===== src/common/vfifo_pkg.sv =====
package vfifo_pkg;

    ////////////////////////////////////////////////////////////
    // Widths and burst geometry
    ////////////////////////////////////////////////////////////

    // Stream and AXI data width
    localparam int DATA_W     = 32;
    // Byte address of the memory port, 4 KiB
    localparam int ADDR_W     = 12;
    // Byte offset bits inside one word
    localparam int ADDR_LSB   = 2;
    // Beats in one burst, as log2 and as a count
    localparam int LG_BURST   = 3;
    localparam int BURST_LEN  = 1 << LG_BURST;
    // Depth of the input and output FIFOs holds two bursts
    localparam int LG_FIFO    = LG_BURST + 1;
    // Burst index bits plus one so a full count fits
    localparam int BURST_W    = ADDR_W - LG_BURST - ADDR_LSB + 1;
    // Ring buffer capacity in words and in bursts
    localparam int MEM_WORDS  = 1 << (ADDR_W - ADDR_LSB);
    localparam int MEM_BURSTS = MEM_WORDS / BURST_LEN;

    typedef logic [DATA_W-1:0]          data_t;
    typedef logic [ADDR_W-1:0]          addr_t;
    // 0 to MEM_WORDS inclusive
    typedef logic [$clog2(MEM_WORDS):0] fill_t;
    typedef logic [LG_FIFO:0]           fifo_cnt_t;
    typedef logic [BURST_W-1:0]         burst_cnt_t;
    typedef logic [7:0]                 axlen_t;

    ////////////////////////////////////////////////////////////
    // Fixed AXI attributes
    ////////////////////////////////////////////////////////////
    localparam axlen_t     AXLEN        = axlen_t'(BURST_LEN - 1);
    localparam logic [2:0] AXSIZE       = 3'(ADDR_LSB);
    localparam logic [1:0] AXBURST_INCR = 2'b01;

    // Writer progress through one burst
    typedef enum logic [1:0] {IDLE, ADDR_DATA, DRAIN} wr_state_e;
    // Controller mode
    typedef enum logic {RUN, SOFT_RESET} rst_state_e;

endpackage


===== src/common/vfifo_ledger_if.sv =====
interface vfifo_ledger_if;

    // Write side burst events
    logic wr_issue;
    logic wr_done;
    logic wr_idle;

    // Read side burst events
    logic rd_issue;
    logic rd_done;
    logic rd_idle;

    // Permissions from the controller
    logic space_ok;
    logic data_ok;
    logic hold;

    modport writer (
        output wr_issue, wr_done, wr_idle,
        input  space_ok, hold
    );

    modport reader (
        output rd_issue, rd_done, rd_idle,
        input  data_ok, hold
    );

    modport ctrl (
        input  wr_issue, wr_done, wr_idle, rd_issue, rd_done, rd_idle,
        output space_ok, data_ok, hold
    );

endinterface


===== src/burst_reader/burst_reader.sv =====
module burst_reader (
    input  logic             S_AXI_ACLK,
    input  logic             S_AXI_ARESETN,
    input  logic             i_m_fire,
    output logic             o_arvalid,
    input  logic             i_arready,
    output vfifo_pkg::addr_t o_araddr,
    input  logic             i_rvalid,
    input  logic             i_rlast,
    vfifo_ledger_if.reader   ledger
);

    vfifo_pkg::fifo_cnt_t          space_res;
    vfifo_pkg::burst_cnt_t         rd_pending;
    logic [vfifo_pkg::BURST_W-2:0] ar_idx;
    logic                          start;
    logic                          rd_issue_q;
    logic                          rd_done;

    assign rd_done = i_rvalid && i_rlast;

    ////////////////////////////////////////////////////////////
    // Start of a read burst
    ////////////////////////////////////////////////////////////

    // Room for a whole burst in the output FIFO
    // Data ledger lags one cycle behind rd_issue so skip that cycle
    assign start = (space_res >= vfifo_pkg::fifo_cnt_t'(vfifo_pkg::BURST_LEN))
        && ledger.data_ok && !ledger.hold && !rd_issue_q
        && (!o_arvalid || i_arready);

    always_ff @(posedge S_AXI_ACLK) begin
        if (!S_AXI_ARESETN) begin
            o_arvalid  <= 1'b0;
            rd_issue_q <= 1'b0;
        end else begin
            rd_issue_q <= start;
            if (!o_arvalid || i_arready) begin
                o_arvalid <= start;
            end
        end
    end

    // Output FIFO space not yet promised to a read
    // R data then never needs back-pressure
    always_ff @(posedge S_AXI_ACLK) begin
        if (!S_AXI_ARESETN || ledger.hold) begin
            space_res <= vfifo_pkg::fifo_cnt_t'(1 << vfifo_pkg::LG_FIFO);
        end else begin
            space_res <= space_res + i_m_fire
                - (start ? vfifo_pkg::fifo_cnt_t'(vfifo_pkg::BURST_LEN) : '0);
        end
    end

    // Aligned address and rewind while held
    always_ff @(posedge S_AXI_ACLK) begin
        if (!S_AXI_ARESETN || (ledger.hold && !o_arvalid)) begin
            ar_idx <= '0;
        end else if (o_arvalid && i_arready) begin
            ar_idx <= ar_idx + 1'b1;
        end
    end

    assign o_araddr = {ar_idx, (vfifo_pkg::LG_BURST + vfifo_pkg::ADDR_LSB)'(0)};

    // Bursts committed whose RLAST has not arrived
    always_ff @(posedge S_AXI_ACLK) begin
        if (!S_AXI_ARESETN) begin
            rd_pending <= '0;
        end else begin
            rd_pending <= rd_pending + start - rd_done;
        end
    end

    assign ledger.rd_issue = rd_issue_q;
    assign ledger.rd_done  = rd_done;
    assign ledger.rd_idle  = (rd_pending == '0);

    // Wrap below zero would show up as more than the FIFO depth
    a_res_bound: assert property (@(posedge S_AXI_ACLK) disable iff (!S_AXI_ARESETN)
        space_res <= vfifo_pkg::fifo_cnt_t'(1 << vfifo_pkg::LG_FIFO));

endmodule


===== src/burst_writer/burst_writer.sv =====
module burst_writer (
    input  logic                 S_AXI_ACLK,
    input  logic                 S_AXI_ARESETN,
    input  vfifo_pkg::fifo_cnt_t i_ififo_count,
    input  vfifo_pkg::data_t     i_ififo_data,
    output logic                 o_ififo_pop,
    output logic                 o_awvalid,
    input  logic                 i_awready,
    output vfifo_pkg::addr_t     o_awaddr,
    output logic                 o_wvalid,
    input  logic                 i_wready,
    output vfifo_pkg::data_t     o_wdata,
    output logic                 o_wlast,
    input  logic                 i_bvalid,
    vfifo_ledger_if.writer       ledger
);

    vfifo_pkg::wr_state_e            state;
    logic [vfifo_pkg::LG_BURST:0]    beats_left;
    logic [vfifo_pkg::BURST_W-2:0]   aw_idx;
    vfifo_pkg::burst_cnt_t           b_pending;
    logic [vfifo_pkg::LG_BURST-1:0]  w_beats;
    logic                            start;
    logic                            wr_issue_q;
    logic                            aw_fire;
    logic                            w_fire;

    // Full burst waiting, memory room, no hold, both channels free
    assign start = (state == vfifo_pkg::IDLE) && !ledger.hold && ledger.space_ok
        && (i_ififo_count >= vfifo_pkg::fifo_cnt_t'(vfifo_pkg::BURST_LEN));

    assign aw_fire = o_awvalid && i_awready;
    assign w_fire  = o_wvalid && i_wready;

    assign o_awvalid   = (state == vfifo_pkg::ADDR_DATA);
    assign o_wvalid    = (beats_left != '0);
    assign o_wlast     = (beats_left == 1);
    assign o_wdata     = i_ififo_data;
    assign o_ififo_pop = w_fire;
    assign o_awaddr    = {aw_idx, (vfifo_pkg::LG_BURST + vfifo_pkg::ADDR_LSB)'(0)};

    ////////////////////////////////////////////////////////////
    // Burst FSM and beat counter
    ////////////////////////////////////////////////////////////
    always_ff @(posedge S_AXI_ACLK) begin
        if (!S_AXI_ARESETN) begin
            state      <= vfifo_pkg::IDLE;
            beats_left <= '0;
            wr_issue_q <= 1'b0;
        end else begin
            wr_issue_q <= start;
            if (start) begin
                beats_left <= (vfifo_pkg::LG_BURST + 1)'(vfifo_pkg::BURST_LEN);
            end else if (w_fire) begin
                beats_left <= beats_left - 1'b1;
            end
            case (state)
                vfifo_pkg::IDLE:
                    if (start) state <= vfifo_pkg::ADDR_DATA;
                // AW may be accepted before, with, or after the last beat
                vfifo_pkg::ADDR_DATA:
                    if (aw_fire) begin
                        state <= (beats_left == '0 || (w_fire && o_wlast))
                            ? vfifo_pkg::IDLE : vfifo_pkg::DRAIN;
                    end
                vfifo_pkg::DRAIN:
                    if (w_fire && o_wlast) state <= vfifo_pkg::IDLE;
                default:
                    state <= vfifo_pkg::IDLE;
            endcase
        end
    end

    // Aligned burst address steps on accept and rewinds under hold
    always_ff @(posedge S_AXI_ACLK) begin
        if (!S_AXI_ARESETN || (ledger.hold && !o_awvalid)) begin
            aw_idx <= '0;
        end else if (aw_fire) begin
            aw_idx <= aw_idx + 1'b1;
        end
    end

    // Bursts started but not yet answered on B
    always_ff @(posedge S_AXI_ACLK) begin
        if (!S_AXI_ARESETN) begin
            b_pending <= '0;
        end else begin
            b_pending <= b_pending + start - i_bvalid;
        end
    end

    assign ledger.wr_issue = wr_issue_q;
    assign ledger.wr_done  = i_bvalid;
    assign ledger.wr_idle  = (b_pending == '0);

    // Free-running beat position across bursts
    always_ff @(posedge S_AXI_ACLK) begin
        if (!S_AXI_ARESETN) begin
            w_beats <= '0;
        end else if (w_fire) begin
            w_beats <= w_beats + 1'b1;
        end
    end

    a_aw_stable: assert property (@(posedge S_AXI_ACLK) disable iff (!S_AXI_ARESETN)
        o_awvalid && !i_awready |=> o_awvalid && $stable(o_awaddr));
    a_wlast_8th: assert property (@(posedge S_AXI_ACLK) disable iff (!S_AXI_ARESETN)
        w_fire |-> (o_wlast == (w_beats == '1)));

endmodule


===== src/hdl/sync_fifo.sv =====
module sync_fifo (
    input  logic                 S_AXI_ACLK,
    input  logic                 S_AXI_ARESETN,
    input  logic                 i_clr,
    input  logic                 i_push,
    input  vfifo_pkg::data_t     i_data,
    output logic                 o_full,
    output vfifo_pkg::fifo_cnt_t o_count,
    input  logic                 i_pop,
    output vfifo_pkg::data_t     o_data,
    output logic                 o_empty
);

    // Storage has no reset
    vfifo_pkg::data_t mem [1 << vfifo_pkg::LG_FIFO];

    // One extra pointer bit tells full from empty
    vfifo_pkg::fifo_cnt_t wr_ptr;
    vfifo_pkg::fifo_cnt_t rd_ptr;

    logic do_push;
    logic do_pop;

    assign do_push = i_push && !o_full;
    assign do_pop  = i_pop && !o_empty;

    // Occupancy straight from the pointer difference
    assign o_count = wr_ptr - rd_ptr;
    assign o_full  = o_count[vfifo_pkg::LG_FIFO];
    assign o_empty = (o_count == '0);

    // Head word is visible without a pop
    assign o_data = mem[rd_ptr[vfifo_pkg::LG_FIFO-1:0]];

    always_ff @(posedge S_AXI_ACLK) begin
        if (do_push) begin
            mem[wr_ptr[vfifo_pkg::LG_FIFO-1:0]] <= i_data;
        end
    end

    // Pointers, cleared by either reset
    always_ff @(posedge S_AXI_ACLK) begin
        if (!S_AXI_ARESETN || i_clr) begin
            wr_ptr <= '0;
            rd_ptr <= '0;
        end else begin
            if (do_push) begin
                wr_ptr <= wr_ptr + 1'b1;
            end
            if (do_pop) begin
                rd_ptr <= rd_ptr + 1'b1;
            end
        end
    end

    // Upstream flow control must keep these from happening
    a_no_overrun: assert property (@(posedge S_AXI_ACLK)
        disable iff (!S_AXI_ARESETN || i_clr) i_push |-> !o_full);
    a_no_underrun: assert property (@(posedge S_AXI_ACLK)
        disable iff (!S_AXI_ARESETN || i_clr) i_pop |-> !o_empty);

endmodule


===== src/hdl/vfifo_ctrl.sv =====
module vfifo_ctrl (
    input  logic              S_AXI_ACLK,
    input  logic              S_AXI_ARESETN,
    input  logic              i_soft_reset,
    input  logic              i_s_tvalid,
    input  vfifo_pkg::data_t  i_s_tdata,
    input  logic              i_ififo_full,
    output logic              o_s_tready,
    input  logic              i_m_fire,
    output logic              o_fifo_clr,
    output vfifo_pkg::fill_t  o_fill,
    output logic              o_empty,
    output logic              o_overflow,
    vfifo_ledger_if.ctrl      ledger
);

    vfifo_pkg::rst_state_e state;
    vfifo_pkg::burst_cnt_t mem_space;
    vfifo_pkg::burst_cnt_t mem_data;
    vfifo_pkg::data_t      s_last_data;
    logic                  s_stalled;
    logic                  vf_full;
    logic                  s_fire;

    ////////////////////////////////////////////////////////////
    // Soft reset
    ////////////////////////////////////////////////////////////

    // Comes out of hardware reset through one soft reset cycle
    // Stays until both bus halves have gone quiet
    always_ff @(posedge S_AXI_ACLK) begin
        if (!S_AXI_ARESETN || i_soft_reset) begin
            state <= vfifo_pkg::SOFT_RESET;
        end else if (ledger.wr_idle && ledger.rd_idle) begin
            state <= vfifo_pkg::RUN;
        end
    end

    assign ledger.hold = (state == vfifo_pkg::SOFT_RESET);
    assign o_fifo_clr  = (state == vfifo_pkg::SOFT_RESET);

    // Input accepted only while running with room everywhere
    assign o_s_tready = (state == vfifo_pkg::RUN) && !i_ififo_full && !vf_full;
    assign s_fire     = i_s_tvalid && o_s_tready;

    ////////////////////////////////////////////////////////////
    // Virtual fill with empty and full flags
    ////////////////////////////////////////////////////////////
    always_ff @(posedge S_AXI_ACLK) begin
        if (!S_AXI_ARESETN || ledger.hold) begin
            o_fill  <= '0;
            o_empty <= 1'b1;
            vf_full <= 1'b0;
        end else begin
            case ({s_fire, i_m_fire})
                2'b10: begin
                    o_fill  <= o_fill + 1'b1;
                    o_empty <= 1'b0;
                    vf_full <= (o_fill == vfifo_pkg::fill_t'(vfifo_pkg::MEM_WORDS - 1));
                end
                2'b01: begin
                    o_fill  <= o_fill - 1'b1;
                    vf_full <= 1'b0;
                    o_empty <= (o_fill == vfifo_pkg::fill_t'(1));
                end
                default: ;
            endcase
        end
    end

    ////////////////////////////////////////////////////////////
    // Memory ledgers in bursts
    ////////////////////////////////////////////////////////////
    always_ff @(posedge S_AXI_ACLK) begin
        if (!S_AXI_ARESETN || ledger.hold) begin
            mem_space <= vfifo_pkg::burst_cnt_t'(vfifo_pkg::MEM_BURSTS);
            mem_data  <= '0;
        end else begin
            // Space is committed on issue and freed once read back
            mem_space <= mem_space - ledger.wr_issue + ledger.rd_done;
            // Data is readable only after its write response
            mem_data  <= mem_data + ledger.wr_done - ledger.rd_issue;
        end
    end

    assign ledger.space_ok = (mem_space != '0);
    assign ledger.data_ok  = (mem_data != '0);

    ////////////////////////////////////////////////////////////
    // Stream protocol overflow
    ////////////////////////////////////////////////////////////
    always_ff @(posedge S_AXI_ACLK) begin
        if (!S_AXI_ARESETN) begin
            s_stalled <= 1'b0;
        end else begin
            s_stalled <= i_s_tvalid && !o_s_tready;
        end
    end

    always_ff @(posedge S_AXI_ACLK) begin
        if (i_s_tvalid) begin
            s_last_data <= i_s_tdata;
        end
    end

    // Stalled word withdrawn or changed
    always_ff @(posedge S_AXI_ACLK) begin
        if (!S_AXI_ARESETN || ledger.hold) begin
            o_overflow <= 1'b0;
        end else if (s_stalled && (!i_s_tvalid || i_s_tdata != s_last_data)) begin
            o_overflow <= 1'b1;
        end
    end

    // Reads can never return more bursts than were written
    a_space_bound: assert property (@(posedge S_AXI_ACLK) disable iff (!S_AXI_ARESETN)
        mem_space <= vfifo_pkg::burst_cnt_t'(vfifo_pkg::MEM_BURSTS));

endmodule


===== src/hdl/vfifo_top.sv =====
module vfifo_top (
    input  logic              S_AXI_ACLK,
    input  logic              S_AXI_ARESETN,
    input  logic              i_soft_reset,
    // Stream in
    input  logic              i_s_axis_tvalid,
    output logic              o_s_axis_tready,
    input  vfifo_pkg::data_t  i_s_axis_tdata,
    // Stream out
    output logic              o_m_axis_tvalid,
    input  logic              i_m_axis_tready,
    output vfifo_pkg::data_t  o_m_axis_tdata,
    // AXI write address
    output logic              o_m_axi_awvalid,
    input  logic              i_m_axi_awready,
    output vfifo_pkg::addr_t  o_m_axi_awaddr,
    output vfifo_pkg::axlen_t o_m_axi_awlen,
    output logic [2:0]        o_m_axi_awsize,
    output logic [1:0]        o_m_axi_awburst,
    // AXI write data and response
    output logic              o_m_axi_wvalid,
    input  logic              i_m_axi_wready,
    output vfifo_pkg::data_t  o_m_axi_wdata,
    output logic              o_m_axi_wlast,
    input  logic              i_m_axi_bvalid,
    output logic              o_m_axi_bready,
    // AXI read address
    output logic              o_m_axi_arvalid,
    input  logic              i_m_axi_arready,
    output vfifo_pkg::addr_t  o_m_axi_araddr,
    output vfifo_pkg::axlen_t o_m_axi_arlen,
    output logic [2:0]        o_m_axi_arsize,
    output logic [1:0]        o_m_axi_arburst,
    // AXI read data
    input  logic              i_m_axi_rvalid,
    output logic              o_m_axi_rready,
    input  vfifo_pkg::data_t  i_m_axi_rdata,
    input  logic              i_m_axi_rlast,
    // Status
    output vfifo_pkg::fill_t  o_fill,
    output logic              o_empty,
    output logic              o_overflow
);

    vfifo_ledger_if ledger ();

    logic                 fifo_clr;
    logic                 ififo_full;
    logic                 ififo_pop;
    vfifo_pkg::fifo_cnt_t ififo_count;
    vfifo_pkg::data_t     ififo_data;
    logic                 ofifo_empty;
    logic                 m_fire;

    // Constant burst shape, responses always taken
    assign o_m_axi_awlen   = vfifo_pkg::AXLEN;
    assign o_m_axi_awsize  = vfifo_pkg::AXSIZE;
    assign o_m_axi_awburst = vfifo_pkg::AXBURST_INCR;
    assign o_m_axi_arlen   = vfifo_pkg::AXLEN;
    assign o_m_axi_arsize  = vfifo_pkg::AXSIZE;
    assign o_m_axi_arburst = vfifo_pkg::AXBURST_INCR;
    assign o_m_axi_bready  = 1'b1;
    assign o_m_axi_rready  = 1'b1;

    assign o_m_axis_tvalid = !ofifo_empty;
    assign m_fire          = o_m_axis_tvalid && i_m_axis_tready;

    vfifo_ctrl u_ctrl (
        .S_AXI_ACLK, .S_AXI_ARESETN, .i_soft_reset,
        .i_s_tvalid(i_s_axis_tvalid), .i_s_tdata(i_s_axis_tdata),
        .i_ififo_full(ififo_full), .o_s_tready(o_s_axis_tready),
        .i_m_fire(m_fire), .o_fifo_clr(fifo_clr),
        .o_fill, .o_empty, .o_overflow, .ledger(ledger.ctrl)
    );

    // Stream into the input FIFO
    sync_fifo ififo (
        .S_AXI_ACLK, .S_AXI_ARESETN, .i_clr(fifo_clr),
        .i_push(i_s_axis_tvalid && o_s_axis_tready), .i_data(i_s_axis_tdata),
        .o_full(ififo_full), .o_count(ififo_count),
        .i_pop(ififo_pop), .o_data(ififo_data), .o_empty()
    );

    burst_writer u_writer (
        .S_AXI_ACLK, .S_AXI_ARESETN,
        .i_ififo_count(ififo_count), .i_ififo_data(ififo_data), .o_ififo_pop(ififo_pop),
        .o_awvalid(o_m_axi_awvalid), .i_awready(i_m_axi_awready),
        .o_awaddr(o_m_axi_awaddr),
        .o_wvalid(o_m_axi_wvalid), .i_wready(i_m_axi_wready),
        .o_wdata(o_m_axi_wdata), .o_wlast(o_m_axi_wlast),
        .i_bvalid(i_m_axi_bvalid), .ledger(ledger.writer)
    );

    burst_reader u_reader (
        .S_AXI_ACLK, .S_AXI_ARESETN, .i_m_fire(m_fire),
        .o_arvalid(o_m_axi_arvalid), .i_arready(i_m_axi_arready),
        .o_araddr(o_m_axi_araddr),
        .i_rvalid(i_m_axi_rvalid), .i_rlast(i_m_axi_rlast), .ledger(ledger.reader)
    );

    // R beats into the output FIFO
    sync_fifo ofifo (
        .S_AXI_ACLK, .S_AXI_ARESETN, .i_clr(fifo_clr),
        .i_push(i_m_axi_rvalid), .i_data(i_m_axi_rdata),
        .o_full(), .o_count(),
        .i_pop(m_fire), .o_data(o_m_axis_tdata), .o_empty(ofifo_empty)
    );

endmodule


===== config.mk =====
export PLATFORM = sky130hd
export DESIGN_NAME = vfifo_top
export DESIGN_NICKNAME = d
export VERILOG_FILES = /design/src/common/vfifo_pkg.sv /design/src/common/vfifo_ledger_if.sv /design/src/burst_reader/burst_reader.sv /design/src/burst_writer/burst_writer.sv /design/src/hdl/sync_fifo.sv /design/src/hdl/vfifo_ctrl.sv /design/src/hdl/vfifo_top.sv
export SDC_FILE = /design/constraint.sdc
export NUM_CORES = 1
export LEC_CHECK = 0
export BUFFER_PORTS_ARGS = -buffer_cell sky130_fd_sc_hd__buf_2
export CORE_AREA = 2 2 310 312
export CTS_BUF_LIST = sky130_fd_sc_hd__clkbuf_4
export CTS_CLUSTER_DIAMETER = 40
export DETAILED_ROUTE_END_ITERATION = 8
export DIE_AREA = 0 0 312 314
export GPL_ROUTABILITY_DRIVEN = 0
export GPL_TIMING_DRIVEN = 0
export PLACE_DENSITY = 0.65
export SLEW_MARGIN = 5
export SYNTH_ARGS = -nofsm -noshare
export SYNTH_HDL_FRONTEND = slang
export SYNTH_SLANG_ARGS = --single-unit

===== constraint.sdc =====
create_clock -name S_AXI_ACLK -period 6.45 [get_ports S_AXI_ACLK]
set_input_delay 1.29 -clock S_AXI_ACLK [delete_from_list [all_inputs] [get_ports S_AXI_ACLK]]
set_output_delay 1.29 -clock S_AXI_ACLK [all_outputs]
set_load 0.02 [all_outputs]

==> flow_summary.ini <==
[clock_tree]
cts.sinks = 1160
cts_root_buffer = clkbuf_4
cts_hold_buf = 0
insertion_delay_ns = 1.13
cts_setup_buffers = 0
cts_resized = 0
htree_levels = 5
cts_buffer_depth = 4
clk_pin_slew_ns = 0.07
cts_buffers = 310
cts_tree = yes

[power]
switching_power_w = 0.00331
p_comb_share_pct = 4.8
intPower_w = 0.0116
p_leak_nw = 17.5
seqPwrFrac_pct = 55.7
p_clk_share_pct = 39.5
p_sw_share_pct = 22.2
irDropWorstVdd_mv = 0.155
total_power_w = 0.0149
p_per_area_nw_per_um2 = 282

[placed_design]
io_buffer_count = 171
placed_area_sq_um = 49500
place_hpwl_mm = 66.4

[timing]
hold_violations = 0
fmax_ghz = 0.185
layout_min_cycle_time_ns = 5.41
maxSlewHeadroom_pct = 22.5
worst_pin_slew_ns = 1.16
drv_slew = 0
tns_ns = 0
setup_violations = 0
rsz0062_at_grt = false
clock_skew_ns = 0.124
hold_slack_ns = 0.394
finalCritPeriodShare_pct = 83.9

[synthesis]
synth-main-ff-cell = edfxtp_1
postSynthCellCount = 2251
synth-simple-area-share_pct = 3.11
synth-seq-area-share_pct = 73.5
ys_seq_elements = 1160
synth_cell_types = 61
synthTopCellsByArea = edfxtp_1, mux4_2, dfxtp_1, ha_1, xor2_1
synth_compound_area_share_pct = 1.47
synth_fa_ha_area_share_pct = 2.31
synth.area.mux_share_pct = 15.8
yosys.area.top_type = edfxtp_1
yosysWarningCount = 0
synth_top_family_by_area = multiplexers
synthMostInstantiatedCell = edfxtp_1
async_flop_share_pct = 0
synth_area_sq_um = 46000
synth_enable_flop_cells = 1056
synth_xor_area_share_pct = 1.65
yosysTopAreaCellShare_pct = 68.9
avgSynthCellArea_sq_um = 20.4
synthTopCellsByCount = edfxtp_1, mux4_2, dfxtp_1

[worst_setup_path]
start_kind = flip-flop
worstPathRequired_ns = 5.16
cp-end-kind = primary output
path_class = reg2out
cp_max_fo = 10
cp.arrival_ns = 4.12

[floorplan]
ioPinCount = 210
core_sq_um = 94400
fp.dieH_um = 314
start_util_pct = 48.7
rows = 113
die_w_um = 312
fp.dieArea_sq_um = 98000

[route]
drt_iter0_markers = 2484
drc = 0
ant_nets = 0
avgViaCountPerCell = 5.68
routed_wl_mm = 105
dr.pass1.iters = 5
vias = 24327
avgRoutedWirePerCell_um = 24.6

[outcome]
outcome = finished, final reports clean

[global_route]
grt_start_max_net_pins = 36
globalRouteOverflowTotal = 0
grt_use_total_pct = 21.7
antenna_found_initial = 12
grt_pass1_vias = 25537
grt_pass1_wl_mm = 156

[cells_and_area]
layout.nets = 2983
num-fill-cells = 7280
synthToLayoutAreaGrowth_pct = 15.3
drive_above_1_share_pct = 36.5
final_area_sq_um = 53000
fin_util_pct = 56.1

[hold_path]
hold_class = in2reg

[flow_run]
maxCapViolCount = 0
==> kinds of logic after synthesis <==
kind of cell             Yosys count
buffers and inverters            210
multiplexers                     328
flip-flops                      1160
other                              2
AND/OR/NAND/NOR                  274
AO/OA/AOI/OAI                    109
XOR/XNOR                          86
adder cells (fa/ha/maj)           82
==> layout make-up <==
cell class	instances	area [sq um]	area share, %
timing repair buffer	227	1660	3.13
buffer	131	677	1.28
sequential	1160	33800	63.8
multi-input combinational	917	11500	21.6
inverter	79	297	0.559
clock inverter	73	324	0.611
tap	1265	1580	2.99
clock buffer	427	3210	6.05
antenna	5	12.5	0.0236
==> per-layer routing <==
metal,vias to the layer above,share of wire [%],GRT usage (%)
li1,10408,-,-
met1,12705,40,28.5
met2,1057,51,35.8
met3,147,7.8,5.76
met4,10,1.4,6.40
met5,-,0.058,0
==> registers in the layout (all words and copies together), names as in the netlist, 8 cells and up, named ones only <==
signal and count:
u_writer.b_pending 8, u_ctrl.mem_data 8, u_ctrl.s_last_data 32, ofifo.mem 512
u_ctrl.o_fill 11, u_reader.rd_pending 8, ififo.mem 512, u_ctrl.mem_space 8
==> cells in the final DEF, fill, tap and decap left out, types with 8 or more instances in the layout <==
cell type / n
a21oi_1: 43
and2_2: 9
and3_2: 11
buf_1: 11
buf_12: 21
buf_2: 198
buf_4: 59
buf_6: 11
clkbuf_1: 53
clkbuf_4: 427
clkinv_1: 53
clkinv_2: 9
conb_1: 38
dfxtp_1: 104
edfxtp_1: 1056
ha_1: 77
inv_1: 79
mux2i_1: 8
mux4_2: 320
nand2_1: 38
nand3_1: 16
nand4_1: 15
nor2_1: 76
nor2b_1: 10
nor3_1: 21
nor3b_1: 8
nor4_1: 12
o21ai_0: 17
o21bai_1: 10
or3_1: 11
xnor2_1: 39
xor2_1: 46
==> worst max-delay path, cell delays in order, from the launching register on <==
cell and delay, ns:
dfxtp_1 0.37, clkbuf_1 0.54, clkbuf_1 0.86, mux4_2 0.43, mux4_2 0.57, buf_2 0.20
==> stage by stage <==
stage	std cells	setup slack [ns]
finish	4284	1.04
global route	4283	0.853
CTS	4279	0.850
detailed placement	3779	1.78
global placement	3723	-2.76
floorplan	2287	1.37
==> power groups by stage <==
stage	Clock [W]	Combinational [W]	Sequential, W
floorplan	0	0.000454	0.00846
global placement	0	0.000651	0.00846
detailed placement	0	0.000713	0.00847
CTS	0.00607	0.000716	0.00831
global route	0.00649	0.000800	0.00831
finish	0.00590	0.000720	0.00831
==> path summary, 6_finish.rpt <==
check / from / endpoint / slack, ns / cells after the start
setup / recovery: flip-flop / o_m_axi_wdata[12] / 1.04 / 5
setup reg to reg: ififo.wr_ptr[0]$_SDFFE_PP0P_ / u_ctrl.o_fill[9]$_SDFFE_PP0P_ / 2.46 / 18
hold / removal: i_soft_reset / u_ctrl.ledger.hold$_SDFFE_PP1P_ / 0.39 / 2
hold reg to reg: u_writer.state[1]$_SDFFE_PN0P_ / u_writer.state[0]$_SDFFE_PN0P_ / 0.49 / 1
Power figures use the tool's default switching activity.
